**config.mk**
```make
export PLATFORM = sky130hd
export DESIGN_NAME = mem_tester_flat
export DESIGN_NICKNAME = d
export VERILOG_FILES = /design/src/memtest_pkg.sv /design/src/mem_port_if.sv /design/src/mem_tester.sv /design/src/flat_wrapper.sv
export VERILOG_INCLUDE_DIRS = /design/src
export SDC_FILE = /design/constraint.sdc
export NUM_CORES = 1
export LEC_CHECK = 0
export BUFFER_PORTS_ARGS = -buffer_cell sky130_fd_sc_hd__buf_2
export CAP_MARGIN = 40
export CORE_MARGIN = 8
export CORE_UTILIZATION = 40
export DETAILED_ROUTE_END_ITERATION = 10
export PLACE_DENSITY = 0.61
export SYNTH_ARGS = -nofsm -noshare
export SYNTH_HDL_FRONTEND = slang
export SYNTH_SLANG_ARGS = --single-unit
```
**constraint.sdc**
```tcl
create_clock -name mainclk_buf -period 2.4 [get_ports mainclk_buf]
set_input_delay 0.36 -clock mainclk_buf [delete_from_list [all_inputs] [get_ports mainclk_buf]]
set_output_delay 0.36 -clock mainclk_buf [all_outputs]
set_load 0.02 [all_outputs]
```
**src/memtest_config.svh**
```systemverilog
// widths, memory depth and latency for the memory self-test block
// host register offsets and LFSR pattern constants
`ifndef MEMTEST_CONFIG_SVH
`define MEMTEST_CONFIG_SVH

`define MEM_AW      8               // 256 words
`define DATA_W      32
`define REG_AW      8
`define RD_LAT      2               // test ram read latency in cycles
`define HB_W        24              // heartbeat counter

`define LFSR_SEED   32'hACE1_2468
`define LFSR_TAPS   32'h8020_0003   // galois form, x^32+x^22+x^2+x+1

// host register map
`define R_CTRL      8'h00
`define R_START     8'h04
`define R_STOP      8'h08
`define R_STATUS    8'h0C
`define R_ITER      8'h10
`define R_ERRS      8'h14
`define R_ERRADDR   8'h18
`define R_MADDR     8'h1C
`define R_MWDATA    8'h20
`define R_MREAD     8'h24
`define R_MRDATA    8'h28
`define R_LEDS      8'h2C

`endif

```
**src/memtest_pkg.sv**
```systemverilog
// shared types for the memory self-test block
// data, address, count and LED vectors, test engine states
`include "memtest_config.svh"

package memtest_pkg;

    typedef logic [`DATA_W-1:0] word_t;     // one memory or register word
    typedef logic [`MEM_AW-1:0] maddr_t;    // memory word address
    typedef logic [`REG_AW-1:0] raddr_t;    // host register offset
    typedef logic [15:0]        count_t;    // pass and error counts
    typedef logic [7:0]         led_t;

    // test engine sequence
    typedef enum logic [1:0] {
        IDLE,
        WRITE,
        READ,
        DONE
    } tst_state_e;

endpackage

```
**src/mem_port_if.sv**
```systemverilog
// single word-wide memory port with requester and memory sides
`timescale 1ns/1ps

interface mem_port_if;

    logic                wr;        // one-cycle write strobe
    logic                rd;        // one-cycle read strobe
    memtest_pkg::maddr_t addr;
    memtest_pkg::word_t  wdata;
    logic                rvalid;
    memtest_pkg::word_t  rdata;
    logic                gnt;       // request taken this cycle

    modport requester (
        output wr,
        output rd,
        output addr,
        output wdata,
        input  rvalid,
        input  rdata,
        input  gnt
    );

    modport memory (
        input  wr,
        input  rd,
        input  addr,
        input  wdata,
        output rvalid,
        output rdata,
        output gnt
    );

endinterface

```
**src/mem_tester.sv**
```systemverilog
// memory test engine, write then compare over an address range
// address or LFSR data pattern, pass and error counters
`timescale 1ns/1ps
`include "memtest_config.svh"

module mem_tester (
    input  logic                mainclk_buf,
    input  logic                rst_n_i,
    input  logic                start_i,
    input  logic                check_only_i,
    input  logic                lfsr_mode_i,
    input  logic                clear_i,
    input  memtest_pkg::maddr_t addr_start_i,
    input  memtest_pkg::maddr_t addr_stop_i,
    output logic                busy_o,
    output logic                pass_o,
    output logic                fail_o,
    output memtest_pkg::count_t iterations_o,
    output memtest_pkg::count_t errors_o,
    output memtest_pkg::maddr_t err_addr_o,
    mem_port_if.requester       mem
);

    memtest_pkg::tst_state_e state_q;
    memtest_pkg::maddr_t     addr_q;        // next address to issue
    memtest_pkg::maddr_t     chk_addr_q;    // address of the next read return
    memtest_pkg::word_t      lfsr_q;
    memtest_pkg::word_t      pat;
    logic                    rd_all_q;      // every read of the pass issued
    logic                    mismatch;
    memtest_pkg::count_t     iter_q;
    memtest_pkg::count_t     err_q;
    memtest_pkg::maddr_t     err_addr_q;
    logic                    pass_q;
    logic                    fail_q;

    function automatic memtest_pkg::word_t lfsr_step(input memtest_pkg::word_t v);
        return v[0] ? ((v >> 1) ^ `LFSR_TAPS) : (v >> 1);
    endfunction

    // write data while writing, expected data while reading
    always_comb begin
        if (lfsr_mode_i)
            pat = lfsr_q;
        else if (state_q == memtest_pkg::WRITE)
            pat = memtest_pkg::word_t'(addr_q);
        else
            pat = memtest_pkg::word_t'(chk_addr_q);
    end

    assign mismatch = (state_q == memtest_pkg::READ) && mem.rvalid && (mem.rdata != pat);

    always_ff @(posedge mainclk_buf or negedge rst_n_i) begin
        if (!rst_n_i) begin
            state_q    <= memtest_pkg::IDLE;
            addr_q     <= '0;
            chk_addr_q <= '0;
            lfsr_q     <= '0;
            rd_all_q   <= 1'b0;
        end else begin
            case (state_q)
                memtest_pkg::IDLE: begin
                    if (start_i) begin
                        state_q    <= check_only_i ? memtest_pkg::READ : memtest_pkg::WRITE;
                        addr_q     <= addr_start_i;
                        chk_addr_q <= addr_start_i;
                        lfsr_q     <= `LFSR_SEED;
                        rd_all_q   <= 1'b0;
                    end
                end
                memtest_pkg::WRITE: begin
                    if (mem.gnt) begin
                        lfsr_q <= lfsr_step(lfsr_q);
                        if (addr_q == addr_stop_i) begin
                            state_q <= memtest_pkg::READ;
                            addr_q  <= addr_start_i;
                            lfsr_q  <= `LFSR_SEED;      // sequence restarts for compare
                        end else begin
                            addr_q  <= addr_q + 1'b1;
                        end
                    end
                end
                memtest_pkg::READ: begin
                    if (mem.gnt) begin
                        if (addr_q == addr_stop_i)
                            rd_all_q <= 1'b1;
                        else
                            addr_q <= addr_q + 1'b1;
                    end
                    // expected pattern steps with each return
                    if (mem.rvalid) begin
                        lfsr_q     <= lfsr_step(lfsr_q);
                        chk_addr_q <= chk_addr_q + 1'b1;
                        if (chk_addr_q == addr_stop_i)
                            state_q <= memtest_pkg::DONE;
                    end
                end
                default: state_q <= memtest_pkg::IDLE;
            endcase
        end
    end

    always_ff @(posedge mainclk_buf or negedge rst_n_i) begin
        if (!rst_n_i) begin
            iter_q     <= '0;
            err_q      <= '0;
            err_addr_q <= '0;
            pass_q     <= 1'b0;
            fail_q     <= 1'b0;
        end else if (clear_i) begin
            iter_q <= '0;
            err_q  <= '0;
            pass_q <= 1'b0;
            fail_q <= 1'b0;
        end else begin
            if (mismatch) begin
                fail_q <= 1'b1;
                if (err_q != '1)
                    err_q <= err_q + 1'b1;      // saturates
                if (err_q == '0)
                    err_addr_q <= chk_addr_q;   // first failure since clear
            end
            if (state_q == memtest_pkg::DONE) begin
                iter_q <= iter_q + 1'b1;
                pass_q <= (err_q == '0);
            end
        end
    end

    assign mem.wr    = (state_q == memtest_pkg::WRITE);
    assign mem.rd    = (state_q == memtest_pkg::READ) && !rd_all_q;
    assign mem.addr  = addr_q;
    assign mem.wdata = pat;

    assign busy_o       = (state_q != memtest_pkg::IDLE);
    assign pass_o       = pass_q;
    assign fail_o       = fail_q;
    assign iterations_o = iter_q;
    assign errors_o     = err_q;
    assign err_addr_o   = err_addr_q;

    a_addr_in_range: assert property (@(posedge mainclk_buf) disable iff (!rst_n_i)
        busy_o |-> (addr_q >= addr_start_i) && (addr_q <= addr_stop_i));

endmodule

```
**src/flat_wrapper.sv**
```systemverilog
// flat-port wrapper written by rule: the top's interface ports become plain ports
module mem_tester_flat 
  (mainclk_buf, rst_n_i, start_i, check_only_i, lfsr_mode_i, clear_i, addr_start_i, addr_stop_i, busy_o, pass_o, fail_o, iterations_o, errors_o, err_addr_o, mem_wr, mem_rd, mem_addr, mem_wdata, mem_rvalid, mem_rdata, mem_gnt);
  mem_port_if mem_i ();
  input  logic mainclk_buf;
  input  logic rst_n_i;
  input  logic start_i;
  input  logic check_only_i;
  input  logic lfsr_mode_i;
  input  logic clear_i;
  input  memtest_pkg::maddr_t addr_start_i;
  input  memtest_pkg::maddr_t addr_stop_i;
  output logic busy_o;
  output logic pass_o;
  output logic fail_o;
  output memtest_pkg::count_t iterations_o;
  output memtest_pkg::count_t errors_o;
  output memtest_pkg::maddr_t err_addr_o;
  output wire logic [$bits(mem_i.wr)-1:0] mem_wr;
  output wire logic [$bits(mem_i.rd)-1:0] mem_rd;
  output wire logic [$bits(mem_i.addr)-1:0] mem_addr;
  output wire logic [$bits(mem_i.wdata)-1:0] mem_wdata;
  input wire logic [$bits(mem_i.rvalid)-1:0] mem_rvalid;
  input wire logic [$bits(mem_i.rdata)-1:0] mem_rdata;
  input wire logic [$bits(mem_i.gnt)-1:0] mem_gnt;
  assign mem_wr = mem_i.wr;
  assign mem_rd = mem_i.rd;
  assign mem_addr = mem_i.addr;
  assign mem_wdata = mem_i.wdata;
  assign mem_i.rvalid = mem_rvalid;
  assign mem_i.rdata = mem_rdata;
  assign mem_i.gnt = mem_gnt;
  mem_tester u_core (.mainclk_buf(mainclk_buf), .rst_n_i(rst_n_i), .start_i(start_i), .check_only_i(check_only_i), .lfsr_mode_i(lfsr_mode_i), .clear_i(clear_i), .addr_start_i(addr_start_i), .addr_stop_i(addr_stop_i), .busy_o(busy_o), .pass_o(pass_o), .fail_o(fail_o), .iterations_o(iterations_o), .errors_o(errors_o), .err_addr_o(err_addr_o), .mem(mem_i));
endmodule
```
==> impl_metrics.tcl, run 1 <==
set metrics [dict create \
    status "finished with violations" \
    violations "negative setup slack" \
    synth_ff_type "dfrtp_1" \
    timing.hold.ws_ps 19.0 \
    ys_async_sr_fraction_pct 100 \
    cp_num_buf_inv 2 \
    synth_fp_nets 709 \
    yosysTopAreaCellShare_pct 40.2 \
    leakagePower_nw 3.60 \
    met1_usage_pct 26.1 \
    tightest_slew_ps 602 \
    globalplace.congestion 0.823 \
    required_ps 2630 \
    antenna_found_initial 0 \
    grt_use_met2_pct 32.1 \
    cts_made_buffers 9 \
    vias 5646 \
    internal-power_w 0.00481 \
    fp-row-count 44 \
    via_per_inst 5.54 \
    ioPinCount 141 \
    hpwl_um 13700 \
    final_core_util_pct 54.3 \
    die_w_um 136 \
    wl_um 18400 \
    slew_violations 0 \
    combPwrFrac_pct 54.1 \
    grt_max_degree 51 \
    max_slew_margin_pct 59.9 \
    finalClockSkew_ps 6.84 \
    fin_ws_ps -164 \
    crit_chain "inv_2 > ha_4 > buf_6 > mux2i_4 > o21ai_4 > xor2_2 > nor4_4 > nand4_1 > nand3_4 > mux2_4" \
    cts_tree "done" \
    port_buffers 140 \
    clk_path_buf_depth 2 \
    cts_hold_buf 0 \
    syn-cell-area_um2 5780 \
    rsz0062_at_grt "yes" \
    ys_top_cells_by_count "93 x dfrtp_1, 61 x nor2_1, 56 x nand2_1" \
    grt_pass1_wl_um 29500 \
    syn_inst 643 \
    syn_area_per_cell_um2 9.00 \
    clockRootBuffer "clkbuf_16" \
    hp-class "input port to async pin" \
    period_share_pct 107 \
    arrival_ps 2800 \
    max-cap-violations 0 \
    min_period_ps 2560 \
    clkSinkCount 93 \
    met3_usage_pct 4.66 \
    r2r_end "u_core.err_addr_o[2]" \
    synth_edf_count 0 \
    synth_cell_types 53 \
    drtPass1Iterations 7 \
    r2r-start "u_core.state_q[1]" \
    n_antenna_cell 0 \
    max_stage_delay_ps 400 \
    htree_levels 3 \
    grt_most_used_layer "met2" \
    clockPowerShare_pct 16.6 \
    yosysSeqAreaShare_pct 40.2 \
    slowest_stage "dfrtp_1" \
    grt_usage_pct 20.0 \
    fillers 1358 \
    drt_iter0_drc 430 \
    power_density_nw_per_um2 1100 \
    clk_pin_slew_ps 60 \
    ys_seq_elements 93 \
    setup_viol 25 \
    ir_worst_vdd_mv 0.648 \
    multi_input_area_um2 3530 \
    start_util_pct 40.4 \
    reg2reg_depth 10 \
    synth.largest_area_cell "dfrtp_1" \
    synth_area_leaders "dfrtp_1 40%, xor2_1 5.5%, nor2_1 4.0%, nand2_1 3.6%, a22o_1 3.5%" \
    total_power_w 0.00853 \
    die_area_um2 18600 \
    core_um2 14300 \
    synth_warnings 0 \
    rrSetupSlack_ps -160 \
    seqPwrFrac_pct 29.3 \
    synthToLayoutAreaGrowth_pct 34.3 \
    nNetsFinal 896 \
    critPathLaunchType "flop" \
    path_class "flop to flop" \
    synth_most_common_cell "dfrtp_1" \
    power_switching_w 0.00372 \
    fmax_mhz 390 \
    hold_violations 0 \
    globalRouteOverflowTotal 0 \
    grt_pass1_vias 5625 \
    switching_share_pct 43.6 \
    drive_gt1_share_pct 35.1 \
    register_area_um2 2330 \
    crit_fanout 8 \
    crit_family "simple AND/OR/NAND/NOR gates" \
    routedWlPerCell_um 18.1 \
    route.detailed.drc 0 \
    end_kind "flop" \
    insertion_delay_ps 350 \
    die_y_um 136 \
    antenna_left 0 \
]
[per-stage QoR]
stage	cell area [µm²]	TNS (ps)	cells	worst slack [ps]
after floorplan	5860	-2030	643	-160
after global placement	7160	-2010	996	-145
after detailed placement	7160	-4640	996	-234
after CTS	7560	-2560	1016	-141
after global routing	7770	-4880	1019	-277
final	7770	-2400	1019	-164
[power groups by stage]
stage	clock network [W]	logic, W	registers (W)
finish	0.00142	0.00462	0.00250
global route	0.00151	0.00505	0.00255
detailed placement	0	0.00434	0.00248
global placement	0	0.00425	0.00247
CTS	0.00144	0.00450	0.00247
floorplan	0	0.00252	0.00257
[kinds of logic after synthesis]
kind of cell	count (synthesis)	synth area share (%)
AND/OR/NAND/NOR	253	23.0
AO/OA/AOI/OAI	159	18.0
flip-flops	93	40.2
buffers and inverters	51	4.09
XOR/XNOR	50	7.57
multiplexers	27	5.00
adder cells (fa/ha/maj)	10	2.16
[final cells by class]
class / count / area share [%]
Timing Repair Buffer: 214 / 17.2
Clock buffer: 16 / 3.75
Multi-Input combinational cell: 500 / 45.5
Tap cell: 184 / 2.96
Inverter: 12 / 0.580
Sequential cell: 93 / 30.0
[metal layers]
layer  wire length (µm)  part of all wire [%]
met1               8140                    44
met2               8830                    48
met3               1190                   6.5
met4                248                   1.3
met5                  0                     0
[flip-flops by register name, indices dropped and copies added, names as in the netlist]
| signal | cells |
|---|---|
| u_core.pass_o | 1 |
| u_core.mem.addr | 8 |
| u_core.chk_addr_q | 8 |
| u_core.lfsr_q | 32 |
| u_core.state_q | 2 |
| u_core.fail_o | 1 |
| u_core.err_addr_o | 8 |
| u_core.iterations_o | 16 |
| u_core.errors_o | 16 |
| u_core.rd_all_q | 1 |
[worst max-delay path by stage]
stage	from	to	slack, ps	depth (start not counted)
2_1_floorplan	u_core.state_q[1]	u_core.err_addr_o[0]	-160	10
3_3_place_gp	u_core.state_q[1]	u_core.errors_o[3]	-150	10
3_5_place_dp	u_core.state_q[1]	u_core.errors_o[4]	-230	10
4_1_cts	u_core.state_q[1]	u_core.err_addr_o[1]	-140	11
5_1_grt	u_core.state_q[1]	u_core.err_addr_o[2]	-280	10
6_report	u_core.state_q[1]	u_core.err_addr_o[2]	-160	10
[cell usage in the layout, fill, tap and decap left out, drive strengths merged, types with 4 or more instances in the layout]
cell    count
and3       16
o21ai      44
nand3      22
nor4        9
nand4       9
a21oi      25
nand3b      7
a31oi      13
mux2       15
nor3        6
a211oi      6
buf       214
xnor2      14
clkbuf     16
xor2       36
ha         10
nand2b      4
nand2      56
mux2i      12
nor2       61
or4         5
o22ai      11
or2         5
a22o       23
a22oi      11
inv        12
nor4bb      5
nor2b       7
o31ai      10
dfrtp      93
and4        5
and2       26
[what timing repair did]
action,CTS,global route
gates resized for setup,17,32
buffers inserted,4,4
setup endpoints to repair,25,27
cloned,0,1
pin swaps,6,17
No activity file was read; power rests on OpenSTA's default activity.
==> inputs of run 2 (changes only) <==
- ABC_AREA: not set -> 1
==> run 2 against run 1 <==
- the run now ends clean
- global-route usage is 1.2 points lower
- via count is 10% higher
- critical path depth is 1 higher
- largest power group unchanged
==> impl_metrics.tcl, run 2 <==
set metrics [dict create \
    status "finished clean" \
    fin_setup_tns_ps 0 \
    clkSinkCount 93 \
    leakagePower_nw 4.13 \
    htree_levels 3 \
    synth_most_common_cell "nand2_1" \
    core_um2 15000 \
    route.detailed.drc 0 \
    clockRootBuffer "clkbuf_16" \
    critPathLaunchType "flop" \
    grt_pass1_vias 5898 \
    final_cell_area_um2 7340 \
    arrival_ps 2430 \
    globalRouteOverflowTotal 0 \
    wl_um 18200 \
    nNetsFinal 1116 \
    largest_register "u_core.lfsr_q" \
    tightest_slew_ps 658 \
    hp-class "input port to async pin" \
    grt_max_degree 45 \
    timing.hold.ws_ps 5.35 \
    ys_async_sr_fraction_pct 100 \
    n_antenna_cell 0 \
    synth_warnings 0 \
    routedWlPerCell_um 14.7 \
    die_w_um 139 \
    finalClockSkew_ps 6.13 \
    synth_edf_count 0 \
    crit_fanout 15 \
    synthToLayoutAreaGrowth_pct 21.4 \
    met1_length_um 8240 \
    ir_worst_vdd_mv 0.639 \
    grt_pass1_wl_um 29900 \
    clk_pin_slew_ps 60 \
    port_buffers 140 \
    yosysTopAreaCellShare_pct 38.5 \
    rsz0062_at_grt "no" \
    slew_violations 0 \
    ys_top_cells_by_count "281 x nand2_1, 149 x inv_1, 93 x dfrtp_1" \
    fp-row-count 45 \
    period_share_pct 91.7 \
    hpwl_um 14100 \
    cts_made_buffers 9 \
    met2_length_um 8390 \
    largest_register_ffs 32 \
    cts_tree "done" \
    max-cap-violations 0 \
    cts_hold_buf 0 \
    hold_violations 0 \
    drtPass1Iterations 5 \
    fmax_mhz 455 \
    drive_gt1_share_pct 19.6 \
    ioPinCount 141 \
    ys_seq_elements 93 \
    synth_area_leaders "dfrtp_1 39%, nand2_1 17%, inv_1 9.3%, nand3_1 5.5%, a21oi_1 4.7%" \
    min_period_ps 2200 \
    placedCellCount 1223 \
    setup_viol 0 \
    start_util_pct 40.4 \
    syn-cell-area_um2 6040 \
    drt_iter0_drc 374 \
    synth_ff_type "dfrtp_1" \
    final_core_util_pct 49.0 \
    yosysSeqAreaShare_pct 38.5 \
    final_cell_mix "281 x nand2_1, 149 x inv_1, 139 x buf_2, 93 x dfrtp_1, 66 x nand3_1" \
    met3_length_um 1210 \
    final_cells 1241 \
    place_area_um2 7020 \
    synth_cell_types 40 \
    highest_layer "met5" \
    via_per_inst 5.00 \
    end_kind "flop" \
    synth_fp_nets 963 \
    syn_area_per_cell_um2 6.74 \
    layout_commonest_cell "nand2_1" \
    synth.largest_area_cell "dfrtp_1" \
    die_area_um2 19300 \
    syn_inst 897 \
    vias 6211 \
    clk_path_buf_depth 2 \
    insertion_delay_ps 340 \
    grt_usage_pct 18.9 \
    max_slew_margin_pct 55.8 \
    globalplace.congestion 0.884 \
    antenna_found_initial 1 \
    required_ps 2630 \
    path_class "flop to flop" \
    die_y_um 139 \
    antenna_left 0 \
    power_density_nw_per_um2 1110 \
]
-- run 2: cell types whose count changed in the layout (fill, tap and decap cells not counted), sizes merged, moves of 14 or more --
cell | before | now
and3 | 16 | 0
nand2 | 56 | 283
mux2 | 15 | 1
a21oi | 25 | 58
inv | 12 | 153
a22o | 23 | 0
buf | 214 | 168
and2 | 26 | 0
xor2 | 36 | 7
nand3 | 22 | 71
-- run 2: cell families (layout without fill, tap and decap cells) --
logic type	Yosys count	count (layout)	synth area share [%]
flip-flops	93	93	38.5
adder cells (fa/ha/maj)	10	10	2.07
multiplexers	1	1	0.186
AO/OA/AOI/OAI	138	138	12.5
XOR/XNOR	9	9	1.30
AND/OR/NAND/NOR	466	466	33.0
buffers and inverters	180	336	12.4
-- run 2: area by class of cell --
| type | instances | area, µm² |
|---|---|---|
| clock buffers | 11 | 233 |
| clock inverters | 3 | 15.0 |
| fillers | 1573 | 7640 |
| inverters | 154 | 581 |
| multi-input cells | 624 | 3000 |
| flip-flops and latches | 93 | 2330 |
| well taps | 188 | 235 |
| repair buffers | 168 | 946 |
-- run 2: worst max-delay path, cell delays in order (launching register included) --
cell and delay [ps]:
dfrtp_1 410, inv_1 110, ha_1 220, inv_1 70, buf_4 200, o21ai_0 130
a211oi_1 180, nand2_1 290, inv_1 230, nand3_1 90, o21ai_0 90, inv_1 70
-- run 2: worst paths after layout --
check | from | to | slack (ps) | cells past startpoint
max | u_core.state_q[0] | u_core.mem.addr[5] | 200 | 11
min reg2reg | u_core.err_addr_o[6] | u_core.err_addr_o[6] | 490 | 2
max in group asynchronous | rst_n_i | u_core.mem.addr[0] | 1710 | 2
max reg2reg | u_core.state_q[0] | u_core.mem.addr[5] | 200 | 11
min in group mainclk_buf | addr_start_i[1] | u_core.chk_addr_q[1] | 320 | 3
min | rst_n_i | u_core.err_addr_o[6] | 5 | 1
-- run 2: where the power goes --
group / total [W] / switching, W / internal, W
clock network: 0.00128 / 0.000591 / 0.000686
registers: 0.00249 / 0.000454 / 0.00204
logic: 0.00436 / 0.00289 / 0.00146
-- run 2: repair_timing --
item,CTS,global route
buffers inserted,0,4
resized for setup,0,12
endpoints found under the setup margin,0,34
-- run 2: layer usage --
layer | global-route usage [%] | vias up
met4 | 7.11 | 2
met3 | 4.06 | 25
met1 | 24.4 | 2826
li1 | - | 3156
met5 | 0 | -
met2 | 30.4 | 202
-- run 2: stage by stage --
| stage | worst slack [ps] | power [W] |
|---|---|---|
| floorplan | 56.7 | 0.00532 |
| global placement | 154 | 0.00679 |
| detailed placement | 141 | 0.00680 |
| CTS | 117 | 0.00811 |
| global route | 4.97 | 0.00881 |
| finish | 200 | 0.00813 |
==> inputs of run 3 (changes only) <==
- PLACE_DENSITY: 0.61 -> 0.58
- clock period: 2.4 -> 2.3 ns (I/O delays scaled with it)
==> run 3 against run 2 <==
- core utilization increased by 0.99 points
- die area stayed put
- clock power grew 21%
- non-clock buffer count up 6
- sequential power is 5% higher
- critical endpoint is now u_core.mem.addr[4]
- largest power group unchanged
- highest routed layer is now met4
==> impl_metrics.tcl, run 3 (synthesis gave the netlist of run 2 again) <==
set metrics [dict create \
    status "finished clean" \
    n_antenna_cell 0 \
    final_cell_mix "278 x nand2_1, 148 x inv_1, 139 x buf_2, 92 x dfrtp_1, 66 x nand3_1" \
    power_density_nw_per_um2 1180 \
    grt_pass1_vias 5886 \
    vias 6182 \
    routedWlPerCell_um 14.5 \
    drive_gt1_share_pct 20.8 \
    critPathLaunchType "flop" \
    layout_commonest_cell "nand2_1" \
    ioPinCount 141 \
    timing.hold.ws_ps 298 \
    leakagePower_nw 4.19 \
    hold_path_startpoint "addr_start_i[1]" \
    hp-class "input port to flop" \
    drtPass1Iterations 5 \
    clockRootBuffer "clkbuf_16" \
    arrival_ps 2410 \
    placedCellCount 1229 \
    cts_made_buffers 9 \
    grt_max_degree 63 \
    required_ps 2540 \
    drt_iter0_drc 437 \
    clk_pin_slew_ps 70 \
    cts_tree "done" \
    globalplace.congestion 0.896 \
    r2r-start "u_core.state_q[0]" \
    end_kind "flop" \
    crit_fanout 15 \
    wl_um 18100 \
    port_buffers 140 \
    multi_input_area_um2 3030 \
    max_slew_margin_pct 70.6 \
    largest_register_ffs 32 \
    grt_usage_pct 19.3 \
    antenna_left 0 \
    htree_levels 3 \
    max-cap-violations 0 \
    die_w_um 139 \
    hold_violations 0 \
    ir_worst_vdd_mv 0.613 \
    clkSinkCount 93 \
    rsz0062_at_grt "yes" \
    start_util_pct 40.4 \
    crit_path_start "u_core.state_q[0]" \
    fp-row-count 45 \
    via_per_inst 4.95 \
    die_y_um 139 \
    fmax_mhz 460 \
    nNetsFinal 1122 \
    min_period_ps 2170 \
    final_cells 1249 \
    fillers 1544 \
    register_area_um2 2330 \
    antenna_found_initial 0 \
    synthToLayoutAreaGrowth_pct 23.9 \
    hpwl_um 14300 \
    insertion_delay_ps 350 \
    clk_path_buf_depth 2 \
    largest_register "u_core.lfsr_q" \
    globalRouteOverflowTotal 0 \
    setup_viol 0 \
    route.detailed.drc 0 \
    period_share_pct 94.6 \
    final_core_util_pct 50.0 \
    slew_violations 0 \
    grt_pass1_wl_um 30300 \
    total_power_w 0.00887 \
    die_area_um2 19300 \
    finalClockSkew_ps 7.70 \
    path_class "flop to flop" \
    tightest_slew_ps 437 \
    core_um2 15000 \
]
run 3: worst max-delay path: stages (launching register included):
cell      delay, ps
dfrtp_1         440
inv_1           120
ha_1            230
inv_1            80
buf_4           190
o21ai_0         120
a211oi_1        250
nand2_2         220
inv_1           190
nand3_1          90
o21ai_0          70
inv_1            50
run 3: area by class of cell:
type | count | area share (%)
Sequential cell | 93 | 31.1
Tap cell | 188 | 3.14
Inverter | 154 | 7.80
Multi-Input combinational cell | 624 | 40.4
Clock inverter | 5 | 0.769
Timing Repair Buffer | 174 | 13.4
Clock buffer | 11 | 3.38
run 3: report_power, final:
group,switching (W),total [W],internal (W),leakage [nW]
sequential,0.000484,0.00261,0.00213,1.20
combinational,0.00305,0.00471,0.00166,2.84
clock,0.000649,0.00155,0.000904,0.156
total,0.00418,0.00887,0.00469,4.19
run 3: final timing paths:
check	endpoint	slack, ps	depth (start not counted)
worst min-delay path	u_core.chk_addr_q[1]	300	3
min in group asynchronous	u_core.err_addr_o[6]	570	3
max in group asynchronous	u_core.lfsr_q[23]	1360	3
worst max register to register	u_core.mem.addr[4]	130	11
worst min register to register	u_core.err_addr_o[0]	490	2
worst max-delay path	u_core.mem.addr[4]	130	11
run 3: layer usage:
metal  up-vias  wire length [µm]  GRT usage (%)
met1      2816              8240           24.7
met4         0               331           6.70
li1       3169                 -              -
met2       169              8370           31.0
met5         -                 0              0
met3        28              1180           4.68
run 3: timing repair:
item,CTS,global route
resized for setup,1,18
endpoints found under the setup margin,2,56
gates cloned,0,0
hold endpoints to repair,8,0
setup buffers,0,3
pin swaps,0,1
hold buffers,1,0
run 3: through the flow:
stage | setup slack, ps | setup TNS (ps) | area [µm²]
after floorplan | 64.4 | 0 | 6050
after global placement | 56.3 | 0 | 7080
after detailed placement | 15.6 | 0 | 7080
after CTS | 17.1 | 0 | 7410
after global routing | -50.9 | -98.4 | 7490
final | 125 | 0 | 7490
